**src/hw/zxdos_pkg.sv**
```systemverilog
// ==========================================================================
// Shared types and constants of the ZX-Dos board-support base.
// Referenced by scoped name from the RTL and the testbench.
// ==========================================================================
`default_nettype none

package zxdos_pkg;

    // Audio
    typedef logic signed [15:0] sample_t;   // Signed PCM sample from game logic

    // Native game colour, 4 bits per channel
    typedef logic [3:0] rgb4_t;

    // Scan doubler colour, 6 bits per channel
    typedef logic [5:0] rgb6_t;

    // Board resistor DAC, 5 bits per channel
    typedef logic [4:0] rgb5_t;

    // ROM download bus
    typedef logic [21:0] rom_addr_t;        // Byte address into game ROM
    typedef logic [7:0]  rom_byte_t;        // One ROM data byte

    // Core status word, scanlines live in bits 5..3
    typedef logic [31:0] status_t;

    // SPI timing
    // clk_sys cycles per SPI clock half period
    localparam int SPI_HALF  = 2;
    localparam int SPI_CNT_W = (SPI_HALF > 1) ? $clog2(SPI_HALF) : 1;  // Half counter width

    // Bytes fetched in one ROM load
    localparam int ROM_BYTES = 64;

    // Sigma-delta accumulator, sample width plus carry
    localparam int SDM_ACC_W = 17;

    // Loader FSM states
    typedef enum logic [1:0] {
        ST_IDLE,    // Waiting for PLL lock, chip select high
        ST_SHIFT,   // Clocking one byte in from storage
        ST_WRITE,   // One-cycle write strobe
        ST_DONE     // Load finished, parked until reset
    } loader_state_t;

endpackage

`default_nettype wire

```
**src/hw/sigma_delta_dac.sv**
```systemverilog
// ==========================================================================
// First-order sigma-delta DAC for one audio channel.
// Signed sample in, one-bit stream out; board RC filter does the rest.
// ==========================================================================
`timescale 1ns/10ps
`default_nettype none

module sigma_delta_dac (
    input  wire                     clk_sys,
    input  wire                     rst_n,
    input  wire zxdos_pkg::sample_t sample,     // Signed PCM input
    output logic                    pwm         // Bit stream to pin
);

    // Accumulator, top bit is the carry out
    logic [zxdos_pkg::SDM_ACC_W-1:0] acc;

    // Sample as offset binary, 0x8000 is silence
    logic [zxdos_pkg::SDM_ACC_W-2:0] level;

    // Flip sign bit for offset binary
    assign level = {~sample[15], sample[14:0]};

    // Carry of previous sum is dropped before the next add
    always_ff @(posedge clk_sys or negedge rst_n) begin
        if (!rst_n) begin
            acc <= '0;
        end else begin
            acc <= {1'b0, acc[zxdos_pkg::SDM_ACC_W-2:0]} + {1'b0, level};
        end
    end

    // Output is the registered carry, one cycle after the sample
    assign pwm = acc[zxdos_pkg::SDM_ACC_W-1];

    // Output must be clean once out of reset
    a_pwm_known : assert property (
        @(posedge clk_sys) disable iff (!rst_n)
        !$isunknown(pwm)
    ) else $error("sigma_delta_dac: pwm unknown");

endmodule

`default_nettype wire

```
**src/hw/spi_rom_loader.sv**
```systemverilog
// ==========================================================================
// ROM loader. Reads ROM_BYTES bytes from SPI storage in mode 0 and
// issues one addressed write strobe per byte on the ioctl bus.
// Starts once the PLL is locked, then parks until the next reset.
// ==========================================================================
`timescale 1ns/10ps
`default_nettype none

module spi_rom_loader (
    input  wire                        clk_sys,
    input  wire                        rst_n,
    input  wire                        pll_locked,
    input  wire                        sd_miso,      // Storage data out
    output logic                       sd_cs_n,
    output logic                       sd_clk,
    output logic                       sd_mosi,
    output zxdos_pkg::rom_addr_t       ioctl_addr,
    output zxdos_pkg::rom_byte_t       ioctl_data,
    output logic                       ioctl_wr,     // One-cycle strobe
    output logic                       downloading   // High during the load
);

    zxdos_pkg::loader_state_t          state;
    logic [zxdos_pkg::SPI_CNT_W-1:0]   half_cnt;     // Cycles within half period
    logic [2:0]                        bit_cnt;      // Bits done in this byte
    zxdos_pkg::rom_byte_t              shift_reg;    // MSB first

    logic half_end;     // Last cycle of a half period
    logic rise_tick;    // sd_clk goes high on this edge
    logic fall_tick;    // sd_clk goes low on this edge
    logic byte_end;     // Falling edge after the eighth bit

    assign half_end  = (state == zxdos_pkg::ST_SHIFT) &&
                       (int'(half_cnt) == zxdos_pkg::SPI_HALF - 1);
    assign rise_tick = half_end && !sd_clk;
    assign fall_tick = half_end && sd_clk;
    assign byte_end  = fall_tick && (bit_cnt == 3'd7);

    // No commands go out, storage is a plain byte stream
    assign sd_mosi = 1'b0;

    // Control FSM
    always_ff @(posedge clk_sys or negedge rst_n) begin
        if (!rst_n) begin
            state       <= zxdos_pkg::ST_IDLE;
            half_cnt    <= '0;
            bit_cnt     <= '0;
            sd_cs_n     <= 1'b1;
            sd_clk      <= 1'b0;
            ioctl_addr  <= '0;
            ioctl_wr    <= 1'b0;
            downloading <= 1'b0;
        end else begin
            ioctl_wr <= 1'b0;   // Strobe by default off
            case (state)
                zxdos_pkg::ST_IDLE: begin
                    // Hold off until clocks are stable
                    if (pll_locked) begin
                        state       <= zxdos_pkg::ST_SHIFT;
                        sd_cs_n     <= 1'b0;
                        downloading <= 1'b1;
                        half_cnt    <= '0;
                        bit_cnt     <= '0;
                    end
                end
                zxdos_pkg::ST_SHIFT: begin
                    if (half_end) begin
                        half_cnt <= '0;
                        sd_clk   <= ~sd_clk;
                        if (fall_tick) begin
                            bit_cnt <= bit_cnt + 3'd1;  // Wraps to 0 after byte
                        end
                        if (byte_end) begin
                            state    <= zxdos_pkg::ST_WRITE;
                            ioctl_wr <= 1'b1;
                        end
                    end else begin
                        half_cnt <= half_cnt + 1'b1;
                    end
                end
                zxdos_pkg::ST_WRITE: begin
                    // Strobe is high in this cycle, clock stays low
                    if (ioctl_addr == zxdos_pkg::rom_addr_t'(zxdos_pkg::ROM_BYTES - 1)) begin
                        state       <= zxdos_pkg::ST_DONE;
                        sd_cs_n     <= 1'b1;
                        downloading <= 1'b0;
                    end else begin
                        state      <= zxdos_pkg::ST_SHIFT;
                        ioctl_addr <= ioctl_addr + 1'b1;
                        half_cnt   <= '0;
                    end
                end
                default: begin
                    // ST_DONE, wait for reset
                    sd_cs_n     <= 1'b1;
                    sd_clk      <= 1'b0;
                    downloading <= 1'b0;
                end
            endcase
        end
    end

    // Data path, sample on the rising SPI edge
    always_ff @(posedge clk_sys) begin
        if (rise_tick) begin
            shift_reg <= {shift_reg[6:0], sd_miso};
        end
        if (byte_end) begin
            ioctl_data <= shift_reg;    // Full byte, last bit already in
        end
    end

    a_wr_in_load : assert property (
        @(posedge clk_sys) disable iff (!rst_n)
        ioctl_wr |-> downloading
    ) else $error("spi_rom_loader: write strobe outside download");

    // Mode 0 clock must idle low whenever the device is deselected
    a_clk_idle : assert property (
        @(posedge clk_sys) disable iff (!rst_n)
        sd_cs_n |-> !sd_clk
    ) else $error("spi_rom_loader: sd_clk active with chip select high");

endmodule

`default_nettype wire

```
**src/hw/video_out_sel.sv**
```systemverilog
// ==========================================================================
// Final video mux. Picks 15 kHz RGB with composite sync or the
// scan-doubled VGA signal, and reports the scanline level in status.
// ==========================================================================
`timescale 1ns/10ps
`default_nettype none

module video_out_sel (
    input  wire                    clk_sys,
    input  wire                    rst_n,
    input  wire zxdos_pkg::rgb4_t  game_r,      // Native colour
    input  wire zxdos_pkg::rgb4_t  game_g,
    input  wire zxdos_pkg::rgb4_t  game_b,
    input  wire                    hs,          // Native syncs, active high
    input  wire                    vs,
    input  wire zxdos_pkg::rgb6_t  scan2x_r,    // From scan doubler
    input  wire zxdos_pkg::rgb6_t  scan2x_g,
    input  wire zxdos_pkg::rgb6_t  scan2x_b,
    input  wire                    scan2x_hs,
    input  wire                    scan2x_vs,
    input  wire [3:0]              vgactrl_en,  // Keyboard video control
    input  wire [1:0]              videoconf,   // BIOS video setting
    output logic                   scan2x_enb,  // 1 selects native video
    output zxdos_pkg::rgb5_t       video_r,
    output zxdos_pkg::rgb5_t       video_g,
    output zxdos_pkg::rgb5_t       video_b,
    output logic                   video_hs,
    output logic                   video_vs,
    output zxdos_pkg::status_t     status
);

    logic       native;         // Mode of this cycle
    logic       csync;          // Composite sync for SCART
    logic [2:0] scanlines;      // Scanline level, wraps mod 8

    // BIOS bit sets the default, keyboard bit toggles it
    assign native = ~videoconf[0] ^ vgactrl_en[0];

    // SCART cable wants csync on HS pin
    assign csync = ~((~hs) ^ (~vs));

    // BIOS bit offsets the level so it can start at 0 or 1
    assign scanlines = vgactrl_en[3:1] + {2'b00, videoconf[1]};

    always_ff @(posedge clk_sys or negedge rst_n) begin
        if (!rst_n) begin
            scan2x_enb <= 1'b0;
            video_r    <= '0;
            video_g    <= '0;
            video_b    <= '0;
            video_hs   <= 1'b0;
            video_vs   <= 1'b0;
            status     <= '0;
        end else begin
            scan2x_enb <= native;
            if (native) begin
                // Repeat the top bit to fill the fifth bit
                video_r  <= {game_r, game_r[3]};
                video_g  <= {game_g, game_g[3]};
                video_b  <= {game_b, game_b[3]};
                video_hs <= csync;
                video_vs <= 1'b1;   // Held high to switch the TV into RGB
            end else begin
                // Drop the doubler LSB
                video_r  <= scan2x_r[5:1];
                video_g  <= scan2x_g[5:1];
                video_b  <= scan2x_b[5:1];
                video_hs <= scan2x_hs;
                video_vs <= scan2x_vs;
            end
            status <= {26'd0, scanlines, 3'd0};
        end
    end

    // Native mode must reach the VS pin one cycle later
    a_native_vs : assert property (
        @(posedge clk_sys) disable iff (!rst_n)
        native |=> video_vs
    ) else $error("video_out_sel: video_vs low in native mode");

endmodule

`default_nettype wire

```
**src/hw/zxdos_base.sv**
```systemverilog
// ==========================================================================
// ZX-Dos board-support base. Sits between the game logic and the pins:
// audio DACs, SPI ROM download and final video selection.
// ==========================================================================
`timescale 1ns/10ps
`default_nettype none

module zxdos_base (
    input  wire                        clk_sys,
    input  wire                        rst_n,
    input  wire                        pll_locked,
    // Sound
    input  wire zxdos_pkg::sample_t    snd_left,
    input  wire zxdos_pkg::sample_t    snd_right,
    output wire                        snd_pwm_l,
    output wire                        snd_pwm_r,
    // SPI storage
    output wire                        sd_cs_n,
    output wire                        sd_clk,
    output wire                        sd_mosi,
    input  wire                        sd_miso,
    // ROM download to game memory
    output wire zxdos_pkg::rom_addr_t  ioctl_addr,
    output wire zxdos_pkg::rom_byte_t  ioctl_data,
    output wire                        ioctl_wr,
    output wire                        downloading,
    // Native video
    input  wire zxdos_pkg::rgb4_t      game_r,
    input  wire zxdos_pkg::rgb4_t      game_g,
    input  wire zxdos_pkg::rgb4_t      game_b,
    input  wire                        hs,
    input  wire                        vs,
    // Scan doubler video
    input  wire zxdos_pkg::rgb6_t      scan2x_r,
    input  wire zxdos_pkg::rgb6_t      scan2x_g,
    input  wire zxdos_pkg::rgb6_t      scan2x_b,
    input  wire                        scan2x_hs,
    input  wire                        scan2x_vs,
    input  wire [3:0]                  vgactrl_en,
    input  wire [1:0]                  videoconf,
    output wire                        scan2x_enb,   // Scan doubler disable
    // Board video
    output wire zxdos_pkg::rgb5_t      video_r,
    output wire zxdos_pkg::rgb5_t      video_g,
    output wire zxdos_pkg::rgb5_t      video_b,
    output wire                        video_hs,
    output wire                        video_vs,
    output wire zxdos_pkg::status_t    status
);

    // Left audio
    sigma_delta_dac u_dac_l (
        .clk_sys (clk_sys),
        .rst_n   (rst_n),
        .sample  (snd_left),
        .pwm     (snd_pwm_l)
    );

    // Right audio, same modulator
    sigma_delta_dac u_dac_r (
        .clk_sys (clk_sys),
        .rst_n   (rst_n),
        .sample  (snd_right),
        .pwm     (snd_pwm_r)
    );

    spi_rom_loader u_loader (
        .clk_sys     (clk_sys),
        .rst_n       (rst_n),
        .pll_locked  (pll_locked),
        .sd_miso     (sd_miso),
        .sd_cs_n     (sd_cs_n),
        .sd_clk      (sd_clk),
        .sd_mosi     (sd_mosi),
        .ioctl_addr  (ioctl_addr),
        .ioctl_data  (ioctl_data),
        .ioctl_wr    (ioctl_wr),
        .downloading (downloading)
    );

    video_out_sel u_video (
        .clk_sys    (clk_sys),
        .rst_n      (rst_n),
        .game_r     (game_r),
        .game_g     (game_g),
        .game_b     (game_b),
        .hs         (hs),
        .vs         (vs),
        .scan2x_r   (scan2x_r),
        .scan2x_g   (scan2x_g),
        .scan2x_b   (scan2x_b),
        .scan2x_hs  (scan2x_hs),
        .scan2x_vs  (scan2x_vs),
        .vgactrl_en (vgactrl_en),
        .videoconf  (videoconf),
        .scan2x_enb (scan2x_enb),
        .video_r    (video_r),
        .video_g    (video_g),
        .video_b    (video_b),
        .video_hs   (video_hs),
        .video_vs   (video_vs),
        .status     (status)
    );

endmodule

`default_nettype wire

```
**config.mk**
```make
export PLATFORM = sky130hd
export DESIGN_NAME = zxdos_base
export DESIGN_NICKNAME = d
export VERILOG_FILES = /design/src/hw/zxdos_pkg.sv /design/src/hw/sigma_delta_dac.sv /design/src/hw/spi_rom_loader.sv /design/src/hw/video_out_sel.sv /design/src/hw/zxdos_base.sv
export SDC_FILE = /design/constraint.sdc
export NUM_CORES = 1
export LEC_CHECK = 0
export BUFFER_PORTS_ARGS = -buffer_cell sky130_fd_sc_hd__buf_2
export CELL_PAD_IN_SITES_DETAIL_PLACEMENT = 1
export CELL_PAD_IN_SITES_GLOBAL_PLACEMENT = 1
export CORE_MARGIN = 5
export CORE_UTILIZATION = 45
export CTS_BUF_LIST = sky130_fd_sc_hd__clkbuf_8
export CTS_CLUSTER_DIAMETER = 100
export DETAILED_ROUTE_END_ITERATION = 12
export PLACE_DENSITY_LB_ADDON = 0.1
export SYNTH_ARGS = -nofsm -noshare
export SYNTH_HDL_FRONTEND = slang
export SYNTH_HIERARCHICAL = 1
export SYNTH_SLANG_ARGS = --single-unit
```
**constraint.sdc**
```tcl
create_clock -name clk_sys -period 6.25 [get_ports clk_sys]
set_clock_uncertainty 0.15 [all_clocks]
set_input_delay 0.625 -clock clk_sys [delete_from_list [all_inputs] [get_ports clk_sys]]
set_output_delay 0.625 -clock clk_sys [all_outputs]
set_load 0.1 [all_outputs]
```
==> out/results.ini, run 1 <==
[outcome]
status=completed

[logic_synthesis]
ys.warnings.count=6
synth_edf_count=16
synth_area_leaders=dfrtp_1 39%, ha_1 9.2%, edfxtp_1 8.6%
synth-async-reset-ratio_pct=84.5
yosys_most_used_dff=dfrtp_1
synth_area_leader_cell=dfrtp_1
synth_seq_cells=103
yosysSeqAreaShare_pct=47.7
synthCells=496
synth.distinct_cells=63
synth_top_area_share_pct=38.6
syn_avg_cell_area_um2=11.2
netlist_area_mm2=0.00558

[sta]
max_freq_mhz=390
slew-limit-headroom_pct=51.2
rsz0062_at_grt=no
tightestPinTransition_ns=0.729
setup_violations=0
hold_violations=0
fin_crit_ns=2.56
finalCritPeriodShare_pct=41.0
fin_setup_tns_ns=0
timing.final.max_slew_violations=0

[job]
maxCapViolCount=0

[cells_and_area]
final_layout_size_suffix_gt1_share_pct=28.1
nets=743
fillCellCount=1386
final_cell_area_mm2=0.00645
max_flop_register=u_loader/ioctl_addr
final_common_cell=buf_2
register_area_mm2=0.00266
antenna_cells=0
final_cell_mix=128 x buf_2, 86 x dfrtp_1, 41 x ha_1
largest_registers=u_loader/ioctl_addr: 22 flops, u_dac_l/acc: 17 flops, u_dac_r/acc: 17 flops
syn2layout_area_growth_pct=15.7
largest_reg_flops=22
multiInputGateArea_mm2=0.00268

[clock_tree]
cts_tree=done
cts_buffer_depth=2
numCtsBuffers=9
cts.repair.resized=0
cts_root_buf=clkbuf_8
holdBufCountCts=0
postCtsSetupRepairBufs=0
cts_sinks=103
clk_latency_ns=0.37
path_clk_slew_ns=0.10
htreeDepth=3

[setup_path]
required_ns=6.40
crit_type=flip-flop to flip-flop
cp-start-kind=flip-flop
worstPathCellList=ha_1 -> fa_1 -> a21o_1 -> a311o_1 -> a31o_1 -> o31ai_2 -> xnor2_1
cp_data_arrival_time_ns=2.72
worst_path_largest_cell_delay_ns=0.41
slowest_stage=fa_1
cp_max_fo=3
endpoint_kind=flip-flop

[drt]
drc=0
drtPass1Iterations=4
avgViaCountPerCell=5.15
routed_wl_um=13000
drt_iter0_markers=219
via_count=4108
ant_nets=0
wl_per_cell_um=16.3

[floorplanning]
die_area_mm2=0.0147
num_rows=40
coreArea_mm2=0.0121
die_y_um=121
ios=163
start_util_pct=46.2
die_w_um=121

[place]
hpwl_um=10100
dpl_cell_area_mm2=0.00626
port_buffers=129
gp_congestion=0.812

[global_routing]
grt_usage_pct=18.7
grt_pass1_wl_um=22100
grt_start_max_net_pins=49
overflow=0
grt_pass1_vias=4440
grt_antenna_before_repair=0

[power_and_ir_drop]
ir_worst_vdd_mv=0.149
power_density_mw_per_mm2=387
p_leak_uw=0.00311

[hold_path]
hold_class=primary input to asynchronous set/reset pin

[final timing paths]
check,from,to,slack [ns],depth (start not counted)
setup / recovery,u_dac_l/acc[0],u_dac_l/acc[14],3.69,7
hold / removal,rst_n,u_video/status[5],0.10,1
setup reg to reg,u_dac_l/acc[0],u_dac_l/acc[14],3.69,7
hold reg to reg,u_loader/shift_reg[7],u_loader/ioctl_data[7],0.27,0
max in group asynchronous,rst_n,u_loader/sd_cs_n,4.88,2
min in group clk_sys,sd_miso,u_loader/shift_reg[0],0.27,1
[logic make-up (layout without fill, tap and decap cells)]
| family | after synthesis | in the layout | synth area share, % |
|---|---|---|---|
| compound gates | 101 | 101 | 12.2 |
| simple gates | 124 | 124 | 11.5 |
| other cells | 2 | 30 | 0.135 |
| xor+xnor | 47 | 47 | 7.72 |
| flops | 103 | 103 | 47.7 |
| fa+ha+maj | 43 | 43 | 9.92 |
| mux | 21 | 21 | 4.71 |
| buf+inv | 55 | 160 | 6.08 |
[where the power goes]
| group | switching, uW | internal (uW) |
|---|---|---|
| logic | 792 | 435 |
| registers | 40.8 | 818 |
| clock network | 231 | 182 |
[metrics by stage]
step	power, uW	hold slack, ns	utilization, %	std cells	worst slack [ns]
6_report	2500	0.102	53.5	797	3.69
5_1_grt	2690	0.136	53.5	797	3.50
4_1_cts	2530	0.115	53.5	797	3.67
3_5_place_dp	2100	0.257	51.9	781	3.30
3_3_place_gp	2050	0.255	51.9	781	3.39
2_1_floorplan	1870	0.179	-	524	3.64
[critical path: cells and delay by family (launching register included)]
kind / cells / cell delay [ns]
AO/OA/AOI/OAI: 4 / 1.20
XOR/XNOR: 1 / 0.15
adder cells (fa/ha/maj): 2 / 0.62
flip-flops: 1 / 0.38
[metal layers]
layer / track usage [%] / share of wire, %
met1: 23.7 / 43
met2: 31.5 / 50
met3: 3.68 / 4.8
met4: 6.79 / 1.8
met5: 0 / 0
[area by class of cell]
| type | count | area share (%) |
|---|---|---|
| Clock buffer | 9 | 1.92 |
| Multi-Input combinational cell | 366 | 41.6 |
| Tap cell | 168 | 3.26 |
| Inverter | 14 | 0.815 |
| Sequential cell | 103 | 41.2 |
| Timing Repair Buffer | 130 | 10.2 |
| Clock inverter | 7 | 1.01 |
[synth_stat cells, types with 6 or more instances]
master / number
nand2_1: 32
o211ai_1: 7
nor4_1: 6
nor2_1: 26
o21ai_0: 16
a21oi_1: 33
ha_1: 41
nand3_1: 17
inv_1: 14
nand4_1: 11
xnor2_1: 29
mux2_4: 8
buf_4: 30
edfxtp_1: 16
xor2_1: 17
a21o_1: 11
clkbuf_1: 7
dfrtp_1: 86
mux2_2: 10
No activity file was read; power rests on OpenSTA's default activity.
==> run 2: changes to the inputs <==
--- a/config.mk
+++ b/config.mk
@@ -9,7 +9,7 @@
 export CELL_PAD_IN_SITES_DETAIL_PLACEMENT = 1
 export CELL_PAD_IN_SITES_GLOBAL_PLACEMENT = 1
 export CORE_MARGIN = 5
-export CORE_UTILIZATION = 45
+export CORE_UTILIZATION = 42
 export CTS_BUF_LIST = sky130_fd_sc_hd__clkbuf_8
 export CTS_CLUSTER_DIAMETER = 100
 export DETAILED_ROUTE_END_ITERATION = 12
==> constraint.sdc (replaced) <==
create_clock -name clk_sys -period 2.6 [get_ports clk_sys]
set_clock_uncertainty 0.15 [all_clocks]
set_input_delay 0.26 -clock clk_sys [delete_from_list [all_inputs] [get_ports clk_sys]]
set_output_delay 0.26 -clock clk_sys [all_outputs]
set_load 0.1 [all_outputs]
==> run 2 against run 1 <==
Against the previous run:
- sequential power is 140% higher
- total power is 150% higher
- global-route usage hardly changed
- combinational power is 150% higher
- final cell count is 6.9% higher
- via count is 4.1% higher
- die area is 6.5% higher
- count of clock-buffer cells in the layout stayed put
- design area is 7.6% higher
- non-clock buffer count is 46 higher
- clock power is 140% higher
- critical path type is now primary input to flip-flop
==> out/results.ini, run 2 (synthesized netlist as in run 1, its figures left out) <==
[outcome]
status=completed

[sta]
fin_setup_tns_ns=0  ; unchanged
timing.final.max_slew_violations=0  ; unchanged
tightestPinTransition_ns=0.717  ; -0.0121 ns
whs_ns=0.0500  ; -0.0520 ns
slew-limit-headroom_pct=52.1  ; +0.91 points
finalCritPeriodShare_pct=95.5
layout_setup_ws_ns=0.118  ; -3.57 ns
rsz0062_at_grt=no
max_freq_mhz=403
fin_crit_ns=2.48
setup_violations=0  ; unchanged
hold_violations=0  ; unchanged

[global_routing]
grt_antenna_before_repair=1  ; +1
grt_pass1_vias=4782  ; +7.7%
grt_pass1_wl_um=24000  ; +8.9%
grt_start_max_net_pins=45  ; -8.2%
grt_usage_pct=18.7  ; +0.035 points
overflow=0  ; unchanged

[floorplanning]
ios=163  ; unchanged
die_area_mm2=0.0157  ; +6.5%
start_util_pct=42.4  ; -3.8 points
die_y_um=125  ; +3.2%
num_rows=42  ; +5.0%
coreArea_mm2=0.0131  ; +8.9%
die_w_um=125  ; +3.2%

[place]
hpwl_um=10200  ; +0.93%
port_buffers=129  ; unchanged
gp_congestion=0.823  ; +1.3%
numPlacedInstances=794  ; +1.7%
dp_slack_ns=0.121  ; -3.18 ns

[setup_path]
r2r_slack_ns=0.27  ; -3.42 ns
critPathBufInv=2  ; +2
worst_path_largest_cell_delay_ns=0.53  ; +0.12 ns
cp-start-kind=primary input
crit_type=primary input to flip-flop
slowest_stage=dlygate4sd3_1
cp_max_fo=3  ; unchanged
endpoint_kind=flip-flop
required_ns=2.78  ; -3.62 ns
worstPathCellList=dlygate4sd3_1 -> buf_2 -> ha_1 -> fa_2 -> a21o_1 -> a311o_1 -> a31o_1 -> o31ai_2 -> xnor2_1
path_delay_family=compound AO/OA/AOI/OAI gates
cp_data_arrival_time_ns=2.66  ; -0.06 ns

[clock_tree]
cts_root_buf=clkbuf_8
cts_sinks=103  ; unchanged
path_clk_slew_ns=0.11  ; about the same
cts_buffer_depth=2  ; unchanged
numCtsBuffers=9  ; unchanged
clk_latency_ns=0.39  ; +0.02 ns
htreeDepth=3  ; unchanged
cts_tree=done

[drt]
avgViaCountPerCell=5.02  ; -2.6%
routed_wl_um=14100  ; +8.1%
wl_per_cell_um=16.5  ; +1.1%
via_count=4278  ; +4.1%
ant_nets=0  ; unchanged
drc=0  ; unchanged
drt_iter0_markers=166  ; -24%
drtPass1Iterations=5  ; +1

[cells_and_area]
max_flop_register=u_loader/ioctl_addr
syn2layout_area_growth_pct=24.4
final_cell_mix=128 x buf_2, 86 x dfrtp_1, 41 x dlygate4sd3_1, 41 x ha_1
final_common_cell=buf_2
instances_no_fill=852  ; +6.9%
largest_registers=u_loader/ioctl_addr: 22 flops, u_dac_l/acc: 17 flops, u_dac_r/acc: 17 flops
largest_reg_flops=22  ; unchanged
fillCellCount=1480  ; +6.8%
final_layout_size_suffix_gt1_share_pct=27.4  ; -0.73 points
nets=789  ; +6.2%

[hold_path]
hold_class=primary input to flip-flop

[power_and_ir_drop]
p_leak_uw=0.00331  ; +6.4%
p_total_uw=6130  ; +150%
ir_worst_vdd_mv=0.320  ; +110%
power_density_mw_per_mm2=884  ; +130%

[job]
maxCapViolCount=0  ; unchanged

run 2: repair_timing:
item                       in CTS  in global routing
hold buffers                   41                  0
hold endpoints to repair       67                  0
setup endpoints to repair       0                  5
buffers inserted                0                  0
gates resized for setup         0                  3
run 2: final timing paths:
kind	from	cells after the start	to
setup / recovery	snd_left[0]	9	u_dac_l/acc[14]
hold / removal	snd_right[1]	2	u_dac_r/acc[1]
setup reg to reg	u_dac_l/acc[8]	6	u_dac_l/acc[15]
hold reg to reg	u_loader/shift_reg[7]	0	u_loader/ioctl_data[7]
max in group asynchronous	rst_n	3	u_loader/sd_cs_n
min in group asynchronous	rst_n	2	u_dac_r/acc[12]
run 2: metal layers:
metal | vias up | routed length, um | global-route usage (%)
met5 | - | 0 | 0
met4 | 0 | 221 | 6.70
met3 | 13 | 643 | 3.80
met2 | 101 | 7080 | 32.0
met1 | 2098 | 6120 | 23.5
li1 | 2066 | - | -
run 2: final cells by class:
class	count	area [um^2]	share of cell area, %
diodes	1	2.50	0.0361
clock buffers	9	124	1.79
inverters	14	52.6	0.757
clock inverters	7	63.8	0.920
well taps	176	220	3.17
multi-input cells	366	2700	38.9
flip-flops and latches	103	2660	38.3
repair buffers	176	1120	16.1
run 2: through the flow:
step | utilization, % | area (um^2)
floorplan | - | 5680
global placement | 48.1 | 6320
detailed placement | 48.1 | 6320
CTS | 52.7 | 6920
global route | 52.8 | 6940
finish | 52.8 | 6940
run 2: where the power goes:
part | leakage (uW) | switching [uW] | internal, uW
clock network | 0.0000967 | 630 | 371
logic | 0.00200 | 1930 | 1130
registers | 0.00121 | 104 | 1970
==> run 3: changes to the inputs <==
--- a/config.mk
+++ b/config.mk
@@ -10,10 +10,11 @@
 export CELL_PAD_IN_SITES_GLOBAL_PLACEMENT = 1
 export CORE_MARGIN = 5
 export CORE_UTILIZATION = 42
-export CTS_BUF_LIST = sky130_fd_sc_hd__clkbuf_8
+export CTS_BUF_LIST = sky130_fd_sc_hd__clkbuf_4
 export CTS_CLUSTER_DIAMETER = 100
 export DETAILED_ROUTE_END_ITERATION = 12
 export PLACE_DENSITY_LB_ADDON = 0.1
+export SETUP_SLACK_MARGIN = 0.3
 export SYNTH_ARGS = -nofsm -noshare
 export SYNTH_HDL_FRONTEND = slang
 export SYNTH_HIERARCHICAL = 1
==> run 3 against run 2 <==
Against the previous run:
- combinational power is 6% higher
- critical path depth shrank 2
- design area up 1.4%
- register-to-register slack better by 0.09 ns
- routed wire length up 2.5%
- clock power decreased by 21%
- global-route usage is 0.30 points higher
==> out/results.ini, run 3 (synthesized netlist as in run 1, its figures left out) <==
[outcome]
status=completed

[setup_path]
cp_data_arrival_time_ns=2.50  ; -0.16 ns
r2r_slack_ns=0.36  ; +0.09 ns
r2r-end=u_dac_l/acc[14]
required_ns=2.86  ; +0.08 ns
timing.rr.start=u_dac_l/acc[0]
cp-start-kind=flip-flop
reg2regPathDepth=7  ; +1
crit_type=flip-flop to flip-flop
cp_max_fo=3  ; unchanged
endpoint_kind=flip-flop

[floorplanning]
start_util_pct=42.4  ; unchanged
die_area_mm2=0.0157  ; unchanged
num_rows=42  ; unchanged
die_w_um=125  ; unchanged
die_y_um=125  ; unchanged
coreArea_mm2=0.0131  ; unchanged
ios=163  ; unchanged

[job]
maxCapViolCount=0  ; unchanged

[power_and_ir_drop]
power.internal_uw=3410  ; -1.8%
p_sw_share_pct=44.1  ; +0.66 points
ir_worst_vdd_mv=0.347  ; +8.4%
combinationalPowerShare_pct=53.0  ; +3.1 points
p_total_uw=6090  ; -0.61%
p_seq_share_pct=34.1  ; +0.4 points
p_leak_uw=0.00330  ; -0.18%
p_sw_uw=2690  ; +0.89%
clockPowerShare_pct=12.9  ; -3.4 points
power_density_mw_per_mm2=866  ; -2.0%

[hold_path]
worstHoldStart=snd_right[15]
holdPathEnd=u_dac_r/acc[15]
hold_class=primary input to flip-flop
whs_path_depth=4  ; +2

[clock_tree]
clk_latency_ns=0.46  ; +0.07 ns
htreeDepth=3  ; unchanged
path_clk_slew_ns=0.18  ; +0.07 ns
cts_tree=done
cts_sinks=103  ; unchanged
cts_root_buf=clkbuf_4
numCtsBuffers=9  ; unchanged
cts_buffer_depth=2  ; unchanged

[sta]
rsz0062_at_grt=yes
hold_violations=0  ; unchanged
tightestPinTransition_ns=0.928  ; +0.210 ns
setup_violations=0  ; unchanged
max_freq_mhz=446  ; +11%
fin_crit_ns=2.24  ; -0.238 ns
timing.final.max_slew_violations=0  ; unchanged
finalCritPeriodShare_pct=86.3  ; -9.1 points
fin_setup_tns_ns=0  ; unchanged
slew-limit-headroom_pct=38.2  ; -14 points

[global_routing]
grt_start_max_net_pins=71  ; +58%
overflow=0  ; unchanged
grt_antenna_before_repair=2  ; +1
grt_usage_pct=19.0  ; +0.30 points
grt_pass1_vias=4902  ; +2.5%
grt_pass1_wl_um=24300  ; +1.2%

[cells_and_area]
instances_no_fill=864  ; +1.4%
max_flop_register=u_loader/ioctl_addr
nets=801  ; +1.5%
final_common_cell=buf_2
syn2layout_area_growth_pct=26.2
largest_reg_flops=22  ; unchanged
final_layout_size_suffix_gt1_share_pct=30.6  ; +3.2 points
final_cell_mix=128 x buf_2, 73 x dfrtp_1, 48 x dlygate4sd3_1
largest_registers=u_loader/ioctl_addr: 22 flops, u_dac_l/acc: 17 flops, u_dac_r/acc: 17 flops

[drt]
ant_nets=0  ; unchanged
drc=0  ; unchanged
wl_per_cell_um=16.7  ; +1.1%
routed_wl_um=14400  ; +2.5%
via_count=4356  ; +1.8%
avgViaCountPerCell=5.04  ; +0.41%
drt_iter0_markers=164  ; -1.2%
drtPass1Iterations=4  ; -1

[place]
port_buffers=129  ; unchanged
hpwl_um=10400  ; +1.9%
numPlacedInstances=793  ; -0.13%
gp_congestion=0.810  ; -1.6%

[run 3: what timing repair did]
item,CTS,global route
endpoints found under the hold margin,97,0
resized for setup,7,6
setup buffers,2,4
pin swaps,7,7
hold buffers,48,0
endpoints found under the setup margin,8,10
[run 3: critical path, cell delays in order (launching register included)]
cell and delay (ns):
dfrtp_1 0.40, ha_2 0.19, fa_2 0.35, a21o_1 0.19, a311o_1 0.31, a31o_1 0.26
o31ai_2 0.21, xnor2_1 0.15
[run 3: layout make-up]
cell class / count / area, um^2
fill: 1487 / 6100
multi-input combinational: 366 / 2750
sequential: 103 / 2680
timing repair buffer: 188 / 1210
tap: 176 / 220
clock buffer: 9 / 67.6
clock inverter: 7 / 55.1
inverter: 14 / 52.6
antenna: 1 / 2.50
[run 3: power groups by stage]
| stage | Sequential, uW | Combinational, uW | Clock (uW) |
|---|---|---|---|
| 2_1_floorplan | 2430 | 2060 | 0 |
| 4_1_cts | 2080 | 3150 | 825 |
| 3_5_place_dp | 2110 | 2950 | 0 |
| 6_report | 2080 | 3230 | 787 |
| 5_1_grt | 2110 | 3570 | 884 |
| 3_3_place_gp | 2090 | 2850 | 0 |
[run 3: worst max-delay path by stage]
stage | end | startpoint
finish | u_dac_l/acc[14] | u_dac_l/acc[0]
global route | u_dac_r/acc[8] | u_dac_r/acc[0]
CTS | u_dac_r/acc[14] | u_dac_r/acc[0]
detailed placement | u_dac_l/acc[14] | snd_left[0]
global placement | u_dac_l/acc[14] | snd_left[0]
floorplan | u_loader/ioctl_addr[1] | u_loader/ioctl_addr[13]
[run 3: metrics by stage]
| stage | utilization [%] | area, um^2 | hold WS (ns) | setup slack (ns) |
|---|---|---|---|---|
| after floorplan | - | 5700 | -0.186 | 0.304 |
| after global placement | 48.1 | 6320 | 0.251 | 0.180 |
| after detailed placement | 48.1 | 6320 | 0.285 | 0.156 |
| after CTS | 53.1 | 6970 | 0.000460 | 0.286 |
| after global routing | 53.6 | 7040 | 0.0230 | 0.247 |
| final | 53.6 | 7040 | 0.0406 | 0.356 |
[run 3: per-layer routing]
metal  vias up  wire (um)  track usage [%]
met2       105       7480             34.1
met4         2        188             5.74
met3        15        855             5.16
met1      2136       5870             22.2
met5         -         13                0
li1       2098          -                -
